### src/fe_defines.svh
`ifndef FE_DEFINES_SVH
`define FE_DEFINES_SVH

// front-end widths and sizes
// shared by the package and the top level

// instruction word width
// RV32I base, no compressed forms
`define FE_INST_WIDTH 32

// instruction address width
// byte address of the fetched word
`define FE_ADDR_WIDTH 32

// reserve stack depth in entries
// also the number of packets that decode can fall behind before fetch stalls
// keep at two or more, pointers need at least one bit
`define FE_RS_DEPTH 4

`endif
### src/fe_pkg.sv
`default_nettype none

`include "fe_defines.svh"

package fe_pkg;

    // one fetched instruction as it leaves the fetch stage
    typedef struct packed {
        logic [`FE_INST_WIDTH-1:0] inst;
        logic [`FE_ADDR_WIDTH-1:0] inst_addr;
        // branch predictor said taken for this word
        logic                      is_pred_branch;
        logic                      inst_valid;
    } fetch_pkt_t;

    // coarse class from the RV32I major opcode
    typedef enum logic [2:0] {
        CLS_ALU,
        CLS_LOAD,
        CLS_STORE,
        CLS_BRANCH,
        CLS_JAL,
        CLS_JALR,
        CLS_OTHER
    } inst_class_e;

    // pre-decoded packet handed to decode
    typedef struct packed {
        logic [`FE_INST_WIDTH-1:0] inst;
        logic [`FE_ADDR_WIDTH-1:0] inst_addr;
        inst_class_e               cls;
        // branch, jal or jalr
        logic                      is_ctrl;
        // predicted taken but not a control transfer
        logic                      pred_mismatch;
        logic                      is_pred_branch;
    } dec_pkt_t;

endpackage

`default_nettype wire

### src/frontend_top.sv
`timescale 1ns/10ps
`default_nettype none

`include "fe_defines.svh"

// front-end hand-off, fetch to start of decode
// IF/ID register, reserve stack, pre-decode in a straight line
module frontend_top (
    input  wire                     clk,
    input  wire                     rst_n,
    input  wire fe_pkg::fetch_pkt_t fetch_pkt_i,
    input  wire                     flush_i,
    // decode cannot take a packet this cycle
    input  wire                     dec_stall_i,
    // fetch must hold its packet
    output logic                    fe_stall_o,
    output logic                    dec_valid_o,
    output fe_pkg::dec_pkt_t        dec_pkt_o
);

    // IF/ID output
    fe_pkg::fetch_pkt_t id_pkt;
    // bypassed input or head of stack
    fe_pkg::fetch_pkt_t rs_pkt;

    // held while the stack is full
    if_id_reg if_id_reg_inst (
        .clk     (clk),
        .rst_n   (rst_n),
        .hold_i  (fe_stall_o),
        .flush_i (flush_i),
        .pkt_i   (fetch_pkt_i),
        .pkt_o   (id_pkt)
    );

    // decode stall both requests storage and blocks the pop
    inst_reserve_stack #(
        .DEPTH (`FE_RS_DEPTH)
    ) inst_reserve_stack_inst (
        .clk          (clk),
        .rst_n        (rst_n),
        .push_req_i   (dec_stall_i),
        .fifo_stall_i (dec_stall_i),
        .fifo_flush_i (flush_i),
        .fifo_full_o  (fe_stall_o),
        .pkt_i        (id_pkt),
        .pkt_o        (rs_pkt)
    );

    pre_decode pre_decode_inst (
        .clk         (clk),
        .rst_n       (rst_n),
        .hold_i      (dec_stall_i),
        .flush_i     (flush_i),
        .pkt_i       (rs_pkt),
        .dec_valid_o (dec_valid_o),
        .dec_pkt_o   (dec_pkt_o)
    );

endmodule

`default_nettype wire

### src/pre_decode.sv
`timescale 1ns/10ps
`default_nettype none

// pre-decode stage
// classifies by major opcode, checks the prediction flag, registers for decode
module pre_decode (
    input  wire                     clk,
    input  wire                     rst_n,
    // decode stall, output keeps its packet
    input  wire                     hold_i,
    input  wire                     flush_i,
    input  wire fe_pkg::fetch_pkt_t pkt_i,
    output logic                    dec_valid_o,
    output fe_pkg::dec_pkt_t        dec_pkt_o
);

    fe_pkg::inst_class_e cls;
    logic                is_ctrl;
    fe_pkg::dec_pkt_t    dec_nxt;

    // RV32I major opcode, bits 6:0
    always_comb begin
        case (pkt_i.inst[6:0])
            // OP and OP-IMM
            7'b0110011, 7'b0010011: cls = fe_pkg::CLS_ALU;
            7'b0000011:             cls = fe_pkg::CLS_LOAD;
            7'b0100011:             cls = fe_pkg::CLS_STORE;
            7'b1100011:             cls = fe_pkg::CLS_BRANCH;
            7'b1101111:             cls = fe_pkg::CLS_JAL;
            7'b1100111:             cls = fe_pkg::CLS_JALR;
            // lui, auipc, fence, system and illegal words
            default:                cls = fe_pkg::CLS_OTHER;
        endcase
    end

    assign is_ctrl = (cls == fe_pkg::CLS_BRANCH) ||
                     (cls == fe_pkg::CLS_JAL)    ||
                     (cls == fe_pkg::CLS_JALR);

    always_comb begin
        dec_nxt.inst           = pkt_i.inst;
        dec_nxt.inst_addr      = pkt_i.inst_addr;
        dec_nxt.cls            = cls;
        dec_nxt.is_ctrl        = is_ctrl;
        // predictor flagged a word that cannot redirect
        dec_nxt.pred_mismatch  = pkt_i.is_pred_branch && !is_ctrl;
        dec_nxt.is_pred_branch = pkt_i.is_pred_branch;
    end

    // flush wins over hold
    always_ff @(posedge clk or negedge rst_n) begin
        if (!rst_n) begin
            dec_valid_o <= 1'b0;
        end else if (flush_i) begin
            dec_valid_o <= 1'b0;
        end else if (!hold_i) begin
            dec_valid_o <= pkt_i.inst_valid;
        end
    end

    always_ff @(posedge clk) begin
        if (!hold_i) begin
            dec_pkt_o <= dec_nxt;
        end
    end

    // valid to decode is always a known level once out of reset
    a_valid_known: assert property (
        @(posedge clk) disable iff (!rst_n)
        !$isunknown(dec_valid_o)
    ) else $error("dec_valid_o unknown after reset");

endmodule

`default_nettype wire

### src/inst_reserve_stack.sv
`timescale 1ns/10ps
`default_nettype none

// instruction reserve stack
// small FIFO between IF/ID and pre-decode
// empty: input goes straight through, no added latency
// decode stalled: packets collect here in fetch order
module inst_reserve_stack #(
    parameter int DEPTH = 4
) (
    input  wire                     clk,
    input  wire                     rst_n,
    // decode stalled, start storing
    input  wire                     push_req_i,
    // decode stalled, do not hand out the head
    input  wire                     fifo_stall_i,
    input  wire                     fifo_flush_i,
    // back-pressure to fetch
    output logic                    fifo_full_o,
    input  wire fe_pkg::fetch_pkt_t pkt_i,
    output fe_pkg::fetch_pkt_t      pkt_o
);

    localparam int PTR_W = $clog2(DEPTH);
    localparam int CNT_W = $clog2(DEPTH + 1);
    // last slot before the pointers wrap
    localparam logic [PTR_W-1:0] LAST_PTR = PTR_W'(DEPTH - 1);
    localparam logic [CNT_W-1:0] FULL_CNT = CNT_W'(DEPTH);

    // storage, no reset
    fe_pkg::fetch_pkt_t mem [DEPTH];

    logic [PTR_W-1:0] wr_ptr;
    logic [PTR_W-1:0] rd_ptr;
    logic [PTR_W-1:0] wr_ptr_nxt;
    logic [PTR_W-1:0] rd_ptr_nxt;
    logic [CNT_W-1:0] count;
    logic             empty;
    logic             full;
    logic             push_en;
    logic             do_push;
    logic             pop_en;

    assign empty = (count == '0);
    assign full  = (count == FULL_CNT);

    // once anything is stored, every new valid packet queues behind it
    // otherwise it would overtake the stored ones through the bypass
    assign push_en = pkt_i.inst_valid && (push_req_i || !empty);
    // full: packet stays in IF/ID, which is held by fifo_full_o
    assign do_push = push_en && !full;
    assign pop_en  = !empty && !fifo_stall_i;

    // wrap by compare, depth need not be a power of two
    assign wr_ptr_nxt = (wr_ptr == LAST_PTR) ? '0 : wr_ptr + 1'b1;
    assign rd_ptr_nxt = (rd_ptr == LAST_PTR) ? '0 : rd_ptr + 1'b1;

    // bypass when empty, head of queue otherwise
    assign pkt_o       = empty ? pkt_i : mem[rd_ptr];
    assign fifo_full_o = full;

    // pointers and occupancy
    always_ff @(posedge clk or negedge rst_n) begin
        if (!rst_n) begin
            wr_ptr <= '0;
            rd_ptr <= '0;
            count  <= '0;
        end else if (fifo_flush_i) begin
            wr_ptr <= '0;
            rd_ptr <= '0;
            count  <= '0;
        end else begin
            if (do_push) begin
                wr_ptr <= wr_ptr_nxt;
            end
            if (pop_en) begin
                rd_ptr <= rd_ptr_nxt;
            end
            // push and pop together leave the count alone
            case ({do_push, pop_en})
                2'b10:   count <= count + 1'b1;
                2'b01:   count <= count - 1'b1;
                default: count <= count;
            endcase
        end
    end

    // write port
    always_ff @(posedge clk) begin
        if (do_push) begin
            mem[wr_ptr] <= pkt_i;
        end
    end

    // occupancy stays within the buffer
    a_count_bound: assert property (
        @(posedge clk) disable iff (!rst_n)
        count <= FULL_CNT
    ) else $error("reserve stack count above depth");

    // a pop reads a slot that an earlier push filled
    // pointers only meet when the buffer is empty or full
    a_pop_written: assert property (
        @(posedge clk) disable iff (!rst_n)
        pop_en |-> ((wr_ptr != rd_ptr) || full) && mem[rd_ptr].inst_valid
    ) else $error("reserve stack popped an empty slot");

endmodule

`default_nettype wire

### src/if_id_reg.sv
`timescale 1ns/10ps
`default_nettype none

// IF/ID pipeline register
// one cycle from fetch to the reserve stack
module if_id_reg (
    input  wire                     clk,
    input  wire                     rst_n,
    // reserve stack full, keep fetch's packet here
    input  wire                     hold_i,
    input  wire                     flush_i,
    input  wire fe_pkg::fetch_pkt_t pkt_i,
    output fe_pkg::fetch_pkt_t      pkt_o
);

    // valid is control, rest is payload
    logic                      valid_q;
    logic [$bits(pkt_i.inst)-1:0]      inst_q;
    logic [$bits(pkt_i.inst_addr)-1:0] addr_q;
    logic                      pred_q;

    // flush drops whatever is in flight as a bubble
    always_ff @(posedge clk or negedge rst_n) begin
        if (!rst_n) begin
            valid_q <= 1'b0;
        end else if (flush_i) begin
            valid_q <= 1'b0;
        end else if (!hold_i) begin
            valid_q <= pkt_i.inst_valid;
        end
    end

    // payload follows the valid bit on the same enable
    always_ff @(posedge clk) begin
        if (!hold_i) begin
            inst_q <= pkt_i.inst;
            addr_q <= pkt_i.inst_addr;
            pred_q <= pkt_i.is_pred_branch;
        end
    end

    always_comb begin
        pkt_o.inst           = inst_q;
        pkt_o.inst_addr      = addr_q;
        pkt_o.is_pred_branch = pred_q;
        pkt_o.inst_valid     = valid_q;
    end

endmodule

`default_nettype wire

### config.mk
export PLATFORM = sky130hd
export DESIGN_NAME = frontend_top
export DESIGN_NICKNAME = d
export VERILOG_FILES = /design/src/fe_pkg.sv /design/src/frontend_top.sv /design/src/pre_decode.sv /design/src/inst_reserve_stack.sv /design/src/if_id_reg.sv
export VERILOG_INCLUDE_DIRS = /design/src
export SDC_FILE = /design/constraint.sdc
export NUM_CORES = 1
export LEC_CHECK = 0
export BUFFER_PORTS_ARGS = -buffer_cell sky130_fd_sc_hd__buf_2
export CORE_ASPECT_RATIO = 2
export CORE_MARGIN = 4
export CORE_UTILIZATION = 50
export CTS_BUF_LIST = sky130_fd_sc_hd__clkbuf_8
export DETAILED_ROUTE_END_ITERATION = 16
export GPL_ROUTABILITY_DRIVEN = 0
export PLACE_DENSITY = 0.69
export SLEW_MARGIN = 5
export SYNTH_ARGS = -nofsm -noshare
export SYNTH_HDL_FRONTEND = slang
export SYNTH_SLANG_ARGS = --single-unit
### constraint.sdc
create_clock -name clk -period 4.95 [get_ports clk]
set_input_delay 0.495 -clock clk [delete_from_list [all_inputs] [get_ports clk]]
set_output_delay 0.495 -clock clk [all_outputs]
set_load 0.05 [all_outputs]
Word level (Yosys, flattened, before mapping)

Memory sizes are Yosys's and may differ from the RTL's.
Cells that the tools add are included.

Reduce and logical (&&, ||, !) cells: 16
Magnitude comparators: 0
Add/subtract/negate cells: 4
Shift-type cells: 0
Bitwise gates (word level): 0
Div/mod/pow operators: 0
Muxes and demuxes: 16
Eq/ne operators: 17
Multiply operators: 0

Operators with widths:

| operator            | number |
|---|---|
| $mux 66             | 1 |
| $eq 7x7->1 const B  | 3 |
| $pmux 3 s6          | 1 |
| $eq 7x6->1 const B  | 2 |
| $mux 2              | 6 |
| $eq 3x3->1 const B  | 3 |
| $eq 7x2->1 const B  | 1 |
| $eq 7x5->1 const B  | 1 |
| $eq 2x2->1 const B  | 3 |
| $mux 1              | 6 |
| $pmux 3 s2          | 1 |
| $add 2x1->2 const B | 2 |
| $logic_and 1x1->1   | 4 |
| $logic_not 1->1     | 4 |
| $ne 2x2->1 const B  | 2 |
| $reduce_bool 2->1   | 2 |
| $add 3x1->3 const B | 1 |
| $eq 3x2->1 const B  | 1 |
| $logic_not 3->1     | 1 |
| $logic_or 1x1->1    | 3 |
| $mux 3              | 1 |
| $reduce_bool 3->1   | 1 |
| $sub 3x1->3 const B | 1 |
| $eq 2x1->1 const B  | 1 |
| $reduce_or 2->1     | 1 |

Input bits: 70
Logic and storage cells: 68
Output and inout bits: 72
Latch bits: 0
Register bits: 144
Memories kept: 1
Bits in writable memories: 264
Memory bits (read-only): 0

Memories:

| name                        | words | width | rd ports | clocked after memory_dff | wr ports | RTL line                 | text |
|---|---|---|---|---|---|---|---|
| inst_reserve_stack_inst.mem | 4     | 66    | 1        | 0                        | 1        | inst_reserve_stack.sv:31 | `fe_pkg::fetch_pkt_t mem [DEPTH];` |

Depth between registers and ports, before layout

Gate-level depths: netlist (run 1).

Depth in word-level cells: 10
Mapped depth: 8
Gate-level depth less buffers: 6

Hierarchy

From an unflattened synthesis (run 1), not the netlist that was laid out.

Cell total of the unflattened synthesis: 630
Area total of the unflattened synthesis: 15050.7 µm²

By module, submodules not included:

| module             | instances | seq. area each (µm²) | cells an instance | area an instance (µm²) |
|---|---|---|---|---|
| inst_reserve_stack | 1         | 8102.8               | 470               | 10800.4 |
| pre_decode         | 1         | 2127.0               | 89                | 2240.9 |
| if_id_reg          | 1         | 1976.9               | 71                | 2009.4 |

Worst setup path after synthesis (run 1)

No wires, ideal clock.

Path type: in2reg
Start point: input dec_stall_i
End point: memory inst_reserve_stack_inst.mem[0][0] (netlist name) (enable)
Buffers on the path: 1
Setup slack: 1.771 ns
Required time: 4.519 ns
Cell stages on the path: 4
Arrival time: 2.748 ns
Path through: clkbuf_1 nand2b_1 a21boi_1 and2_1

Cells in the longest elaborated chain, start to end: 5

Ends and longest elaborated chain:

| item                         | RTL line                 | text |
|---|---|---|
| from (decl)                  | frontend_top.sv:14       | `input wire dec_stall_i,` |
| $logic_or 1x1->1             | inst_reserve_stack.sv:49 | `assign push_en = pkt_i.inst_valid && (push_req_i \|\| !empty);` |
| $logic_and 1x1->1            | inst_reserve_stack.sv:49 |  |
| $logic_and 1x1->1            | inst_reserve_stack.sv:51 | `assign do_push = push_en && !full;` |
| $mux 1                       | inst_reserve_stack.sv:90 | `if (do_push) begin` |
| $mux 1 (not written as such) | inst_reserve_stack.sv:91 | `mem[wr_ptr] <= pkt_i;` |
| to (decl)                    | inst_reserve_stack.sv:31 |  |

No other way between the ends.

Worst setup path in the final report (run 1)

Start point: register inst_reserve_stack_inst.count[0]
End point: output fe_stall_o

Cells in the longest elaborated chain, start to end: 1

Ends and longest elaborated chain:

| item                   | RTL line                 | text |
|---|---|---|
| from (decl)            | inst_reserve_stack.sv:37 | `logic [CNT_W-1:0] count;` |
| from (signal assigned) | inst_reserve_stack.sv:81 | `2'b10: count <= count + 1'b1;` |
| from (signal assigned) | inst_reserve_stack.sv:82 | `2'b01: count <= count - 1'b1;` |
| from (signal assigned) | inst_reserve_stack.sv:83 | `default: count <= count;` |
| $eq 3x3->1             | inst_reserve_stack.sv:45 | `assign full = (count == FULL_CNT);` |
| to (decl)              | frontend_top.sv:16       | `output logic fe_stall_o,` |

No other way between the ends.

==> results of run 1 <==
## area by class of cell
class	instances	area, µm²	area share [%]
timing repair buffer	146	745.7	4.299
clock inverter	45	434.2	2.503
tap	364	455.4	2.626
inverter	8	31.28	0.1803
sequential	408	12210	70.42
multi-input combinational	201	2708	15.61
clock buffer	55	757.0	4.364
## synthesized netlist by cell type, drive strengths merged
cell,number
o21ai,4
nand3,2
nand2,8
ha,5
mux4,66
inv,8
clkbuf,6
nor3,4
a21boi,1
nand2b,2
nor2b,2
or2,2
nor3b,1
a211oi,1
nor2,16
mux2,62
a22oi,1
and2,4
fa,1
and3b,1
o21a,1
o211a,1
xnor2,2
buf,19
dfrtp,9
edfxtp,399
mux2i,6
a21oi,8
## layer usage
metal  wire (µm)  global-route usage (%)
met5           0                       0
met4         721                   5.649
met3        1298                   3.209
met2       15240                   30.58
met1       10220                   20.09
## metrics by stage
step / setup WS [ns] / hold WS (ns) / cells
6_report: 2.008 / 0.06912 / 1227
3_5_place_dp: 2.129 / 0.3682 / 1126
3_3_place_gp: 2.187 / 0.3541 / 1126
4_1_cts: 1.916 / 0.02844 / 1227
2_1_floorplan: 1.771 / 0.1994 / 642
5_1_grt: 1.798 / 0.03164 / 1227
## power breakdown
group / leakage [nW] / internal, mW / switching [mW]
Clock: 0.640 / 1.52 / 1.21
Sequential: 3.87 / 4.55 / 0.375
Combinational: 1.42 / 1.01 / 1.58
## worst paths after layout
check	startpoint	endpoint	slack, ns	cells after the start
min reg2reg	pre_decode_inst.dec_valid_o	pre_decode_inst.dec_valid_o	0.52	2
max	inst_reserve_stack_inst.count[0]	fe_stall_o	2.01	4
max in group asynchronous	rst_n	inst_reserve_stack_inst.rd_ptr[1]	4.46	2
min in group asynchronous	rst_n	inst_reserve_stack_inst.wr_ptr[1]	0.28	2
max reg2reg	inst_reserve_stack_inst.rd_ptr[0]	pre_decode_inst.dec_pkt_o[56]	2.22	3
min	fetch_pkt_i[47]	if_id_reg_inst.inst_q[13]	0.07	1
## kinds of logic after synthesis
family	count (synthesis)	share of synthesized area [%]
compound gates	17	0.6652
xor+xnor	2	0.1164
simple gates	42	1.422
mux	134	15.08
fa+ha+maj	6	0.5487
flops	408	81.10
buf+inv	33	1.064
## worst reg2reg max path, stage by stage (launching register included)
cell and delay, ns:
dfrtp_4 0.97, buf_4 0.63, mux4_2 0.62, mux2_2 0.28
## sequential cells by signal, indices dropped and copies added, names as in the netlist, 2 cells and up
| register | flops |
|---|---|
| inst_reserve_stack_inst.mem | 264 |
| pre_decode_inst.dec_pkt_o | 70 |
| if_id_reg_inst.addr_q | 32 |
| if_id_reg_inst.inst_q | 32 |
| inst_reserve_stack_inst.count | 3 |
| inst_reserve_stack_inst.rd_ptr | 2 |
| inst_reserve_stack_inst.wr_ptr | 2 |
==> summary.md, run 1 <==
| Metric | Value |
|---|---|
| Max Root-Sink Buffers | `3` |
| Most frequent cells in the layout | `399 x edfxtp_1, 141 x buf_2, 66 x mux4_2` |
| Routed vias/inst | `5.466` |
| ANT nets after route | `0` |
| Total GRT Usage | `16.93%` |
| Design area | `0.01735 mm²` |
| CTS sink cnt | `408` |
| Clk slew on worst S/H paths | `0.07 ns` |
| CP Data Required Time | `4.45 ns` |
| Max Clock Freq | `0.3399 GHz` |
| Final HPWL from detailed placement | `15.96 mm` |
| Core Util, Final | `58.56%` |
| Cell Area, Synth | `0.01505 mm²` |
| Max Clock Skew | `0.02208 ns` |
| Buffers & Inverters on Critical Path | `2` |
| CP top delay family | `simple AND/OR/NAND/NOR gates` |
| Yosys warning total | `0` |
| Vias | `6707` |
| Vias in the first global route | `7367` |
| Cells after Synth | `642` |
| Number of detailed-route iterations in the first pass | `4` |
| Dpl cell area | `0.01614 mm²` |
| Power per cell area | `590.8 mW/mm²` |
| Setup violations, final | `0` |
| Tot Pwr | `10.25 mW` |
| Layout cell share with drive strength beyond 1 | `43.11%` |
| Setup_tns | `0 ns` |
| Die Height | `253.4 µm` |
| Antenna violations before repair | `0` |
| Critical path's largest stage delay | `0.57 ns` |
| Syn avg cell area | `23.44 µm²` |
| Row Count | `89` |
| Status | `finished, final reports clean` |
| Port buffer count | `141` |
| Fin. Hold Viols | `0` |
| Max VDD drop | `0.0003360 V` |
| GR Overflow Total | `0` |
| DRT iter0 DRCs | `405` |
| CTS Buf Count | `54` |
| Pin count of the biggest net entering global routing | `69` |
| Register area share after synthesis | `81.10%` |
| Io pins | `142` |
| Flops & latches, synth | `408` |
| Core area | `0.02962 mm²` |
| Area delta synth->final | `15.25%` |
| RSZ-0062 raised after global routing | `no` |
| Hold buffer count at cts | `1` |
| Minimum clock period | `2.942 ns` |
| First-pass GRT wire length | `41.78 mm` |
| P_leak | `5.930 nW` |
| Detailed Route WL | `27.48 mm` |
| Initial Utilization | `50.81%` |
| CTS tree | `done` |
| Max Cap Viol | `0` |
| Final period util | `59.44%` |
| DR DRC count | `0` |
| Layout fillers | `2120` |
| Critical Path End Type | `primary output` |
| Syn nets | `718` |
| Distinct cells, synth | `34` |
| Synth top area share | `79.61%` |
| Slew Limit Headroom | `29.49%` |
| Crit path DAT | `2.45 ns` |
| # nets final | `895` |
| CP cell instances | `nor2_1, nand2_4, inv_1, buf_2` |
| Htree depth | `2` |
| Die area | `0.03311 mm²` |
| Synth top area cells | `edfxtp_1 80%, mux4_2 9.9%, mux2_2 4.6%, dfrtp_1 1.5%, buf_2 0.47%` |
| Least-Margin Pin Slew | `1.058 ns` |
| Commonest non-fill, non-tap cell in the layout | `edfxtp_1` |
| Clk root buf | `clkbuf_8` |
| Ant. Diodes | `0` |
| Worst Hold Class | `input pin to register` |
| Top cell type by total area after synthesis | `edfxtp_1` |
| CTS-repair resized insts | `0` |
| Post-CTS setup buffer count | `0` |
| Final Max Tran Viols | `0` |
| Critical path fanouts, max | `67` |
| WL/cell | `22.40 µm` |
| Worst-skew pair later-pin latency | `0.59 ns` |
| CP Class | `register to primary output` |
| Crit start category | `register` |
| Die X | `130.7 µm` |
| Slowest CP cell | `nand2_4` |
Power figures use the tool's default switching activity.
==> run 2: changes to the inputs <==
--- a/config.mk
+++ b/config.mk
@@ -13,7 +13,7 @@
 export CTS_BUF_LIST = sky130_fd_sc_hd__clkbuf_8
 export DETAILED_ROUTE_END_ITERATION = 16
 export GPL_ROUTABILITY_DRIVEN = 0
-export PLACE_DENSITY = 0.69
+export PLACE_DENSITY = 0.72
 export SLEW_MARGIN = 5
 export SYNTH_ARGS = -nofsm -noshare
 export SYNTH_HDL_FRONTEND = slang
==> constraint.sdc (replaced) <==
create_clock -name clk -period 2.54 [get_ports clk]
set_input_delay 0.254 -clock clk [delete_from_list [all_inputs] [get_ports clk]]
set_output_delay 0.254 -clock clk [all_outputs]
set_load 0.05 [all_outputs]
==> run 2 against run 1 <==
Largest cell class unchanged; core utilization increased by 2.9 points; via count grew 6.1%; clock power increased by 73%; critical path type unchanged; sequential share of layout area is 3.4 points lower; clock skew fell by 0.0013 ns; combinational power increased by 110%; sequential power rose by 92%; total power rose by 92%; global-route usage increased by 1.1 points; hold slack improved by 0.28 ns.
==> summary.md, run 2 (synthesis results as in run 1) <==
| Metric | Value |
|---|---|
| Largest regs | `inst_reserve_stack_inst.mem x264, pre_decode_inst.dec_pkt_o x70` |
| Finished Layout Cells | `1321 (+7.7%)` |
| CTS Buf Count | `55 (+1.9%)` |
| Die X | `130.7 µm (unchanged)` |
| FF+latch area | `0.01221 mm² (unchanged)` |
| Max VDD drop | `0.0005255 V (+56%)` |
| Max Root-Sink Buffers | `3 (unchanged)` |
| Slew Limit Headroom | `66.31% (+37 points)` |
| Crit path DAT | `2.10 ns (-0.35 ns)` |
| DRT iter0 DRCs | `378 (-6.7%)` |
| Max Clock Freq | `0.4242 GHz` |
| Power per cell area | `1078 mW/mm² (+83%)` |
| Port buffer count | `141 (unchanged)` |
| Layout cell share with drive strength beyond 1 | `40.86% (-2.2 points)` |
| CTS-repair resized insts | `0 (unchanged)` |
| Max Cap Viol | `0 (unchanged)` |
| Minimum clock period | `2.358 ns` |
| Post-CTS setup buffer count | `0 (unchanged)` |
| Htree depth | `2 (unchanged)` |
| CP Data Required Time | `2.29 ns (-2.16 ns)` |
| DR DRC count | `0 (unchanged)` |
| Hold slack | `0.3523 ns (+0.2831 ns)` |
| Worst Hold Class | `input pin to register` |
| Pin count of the biggest net entering global routing | `35 (-49%)` |
| CP Class | `register to primary output` |
| Crit start category | `register` |
| Core area | `0.02962 mm² (unchanged)` |
| Most frequent cells in the layout | `399 x edfxtp_1, 141 x buf_2, 72 x dlygate4sd3_1` |
| Critical Path End Type | `primary output` |
| Clk slew on worst S/H paths | `0.07 ns (about the same)` |
| Fin. Hold Viols | `0 (unchanged)` |
| Setup violations, final | `0 (unchanged)` |
| Tot Pwr | `19.65 mW (+92%)` |
| Status | `finished, final reports clean` |
| Io pins | `142 (unchanged)` |
| Vias in the first global route | `7809 (+6.0%)` |
| Total GRT Usage | `18.06% (+1.1 points)` |
| P_leak | `6.305 nW (+6.3%)` |
| Die Height | `253.4 µm (unchanged)` |
| Worst reg2reg setup slack | `0.22 ns (-2.00 ns)` |
| Clk root buf | `clkbuf_8` |
| Row Count | `89 (unchanged)` |
| Worst-skew pair later-pin latency | `0.60 ns (about the same)` |
| Critical path fanouts, max | `31 (-54%)` |
| Ant. Diodes | `0 (unchanged)` |
| Final HPWL from detailed placement | `16.89 mm (+5.8%)` |
| Largest Register | `inst_reserve_stack_inst.mem` |
| Detailed Route WL | `28.91 mm (+5.2%)` |
| Max reg flops | `264 (unchanged)` |
| Final period util | `92.82%` |
| First-pass GRT wire length | `44.41 mm (+6.3%)` |
| Antenna violations before repair | `0 (unchanged)` |
| Hold depth | `2 (+1)` |
| ANT nets after route | `0 (unchanged)` |
| Multi-input combinational cell area | `0.002708 mm² (unchanged)` |
| Least-Margin Pin Slew | `0.5053 ns (-0.5524 ns)` |
| Die area | `0.03311 mm² (unchanged)` |
| RSZ-0062 raised after global routing | `no` |
| Area delta synth->final | `21.04%` |
| Max Clock Skew | `0.02083 ns (-0.001255 ns)` |
| Layout fillers | `2060 (-2.8%)` |
| WL/cell | `21.88 µm (-2.3%)` |
| Vias | `7117 (+6.1%)` |
| # nets final | `989 (+11%)` |
| CTS sink cnt | `408 (unchanged)` |
| Placed Instances | `1148 (+2.0%)` |
| Final Max Tran Viols | `0 (unchanged)` |
| Initial Utilization | `50.81% (unchanged)` |
| CTS tree | `done` |
| Routed vias/inst | `5.388 (-1.4%)` |
| Reg2Reg Depth | `6 (+3)` |
| Setup_tns | `0 ns (unchanged)` |
| GR Overflow Total | `0 (unchanged)` |
| Number of detailed-route iterations in the first pass | `4 (unchanged)` |
| Commonest non-fill, non-tap cell in the layout | `edfxtp_1` |
run 2: cell types whose count changed in the layout (fill, tap and decap cells not counted), sizes merged:
cell / previous run / this run
dlygate4sd3: 1 / 72
buf: 145 / 167
bufinv: 9 / 3
clkinvlp: 1 / 6
inv: 13 / 17
clkinv: 30 / 28
run 2: critical path, stage by stage, from the launching register on:
cell     delay, ns
dfrtp_1       0.47
nor2_1        0.26
nand2_4       0.33
inv_1         0.16
buf_2         0.28
run 2: metrics by stage:
stage	area [µm²]	utilization [%]	worst slack (ns)
after floorplan	15060	-	0.3092
after global placement	16450	55.53	0.4795
after detailed placement	16450	55.53	0.4124
after CTS	18220	61.50	0.1077
after global routing	18220	61.50	0.02614
final	18220	61.50	0.1824
run 2: final cells by class:
class	instances	share of cell area (%)
flip-flops and latches	408	67.05
multi-input cells	201	14.86
repair buffers	239	9.657
clock buffers	55	4.155
well taps	364	2.500
clock inverters	46	1.607
inverters	8	0.1717
run 2: timing repair:
action	in CTS	in global routing
setup endpoints to repair	0	0
hold endpoints to repair	83	0
hold buffers	72	0
run 2: worst paths after layout:
check                                                      to                             start
hold / removal                       if_id_reg_inst.inst_q[1]                   fetch_pkt_i[35]
max in group asynchronous   inst_reserve_stack_inst.rd_ptr[0]                             rst_n
hold reg to reg            inst_reserve_stack_inst.mem[0][63]         if_id_reg_inst.inst_q[29]
setup reg to reg                       if_id_reg_inst.valid_q  inst_reserve_stack_inst.count[0]
setup / recovery                                   fe_stall_o  inst_reserve_stack_inst.count[0]
min in group asynchronous    inst_reserve_stack_inst.count[2]                             rst_n
run 2: where the power goes:
| part | switching (mW) | total (mW) | internal (mW) |
|---|---|---|---|
| Sequential | 0.588 | 9.44 | 8.86 |
| Combinational | 3.30 | 5.48 | 2.18 |
| Clock | 2.37 | 4.72 | 2.35 |
run 2: metal layers:
layer  GRT usage [%]  wire (µm)  part of all wire, %  vias up
li1                -          -                    -     3190
met1           21.82      10920                   38     3679
met2           31.97      15930                   55      185
met3           3.040       1023                  3.5       63
met4           7.090       1026                  3.5        0
met5               0          0                    0        -
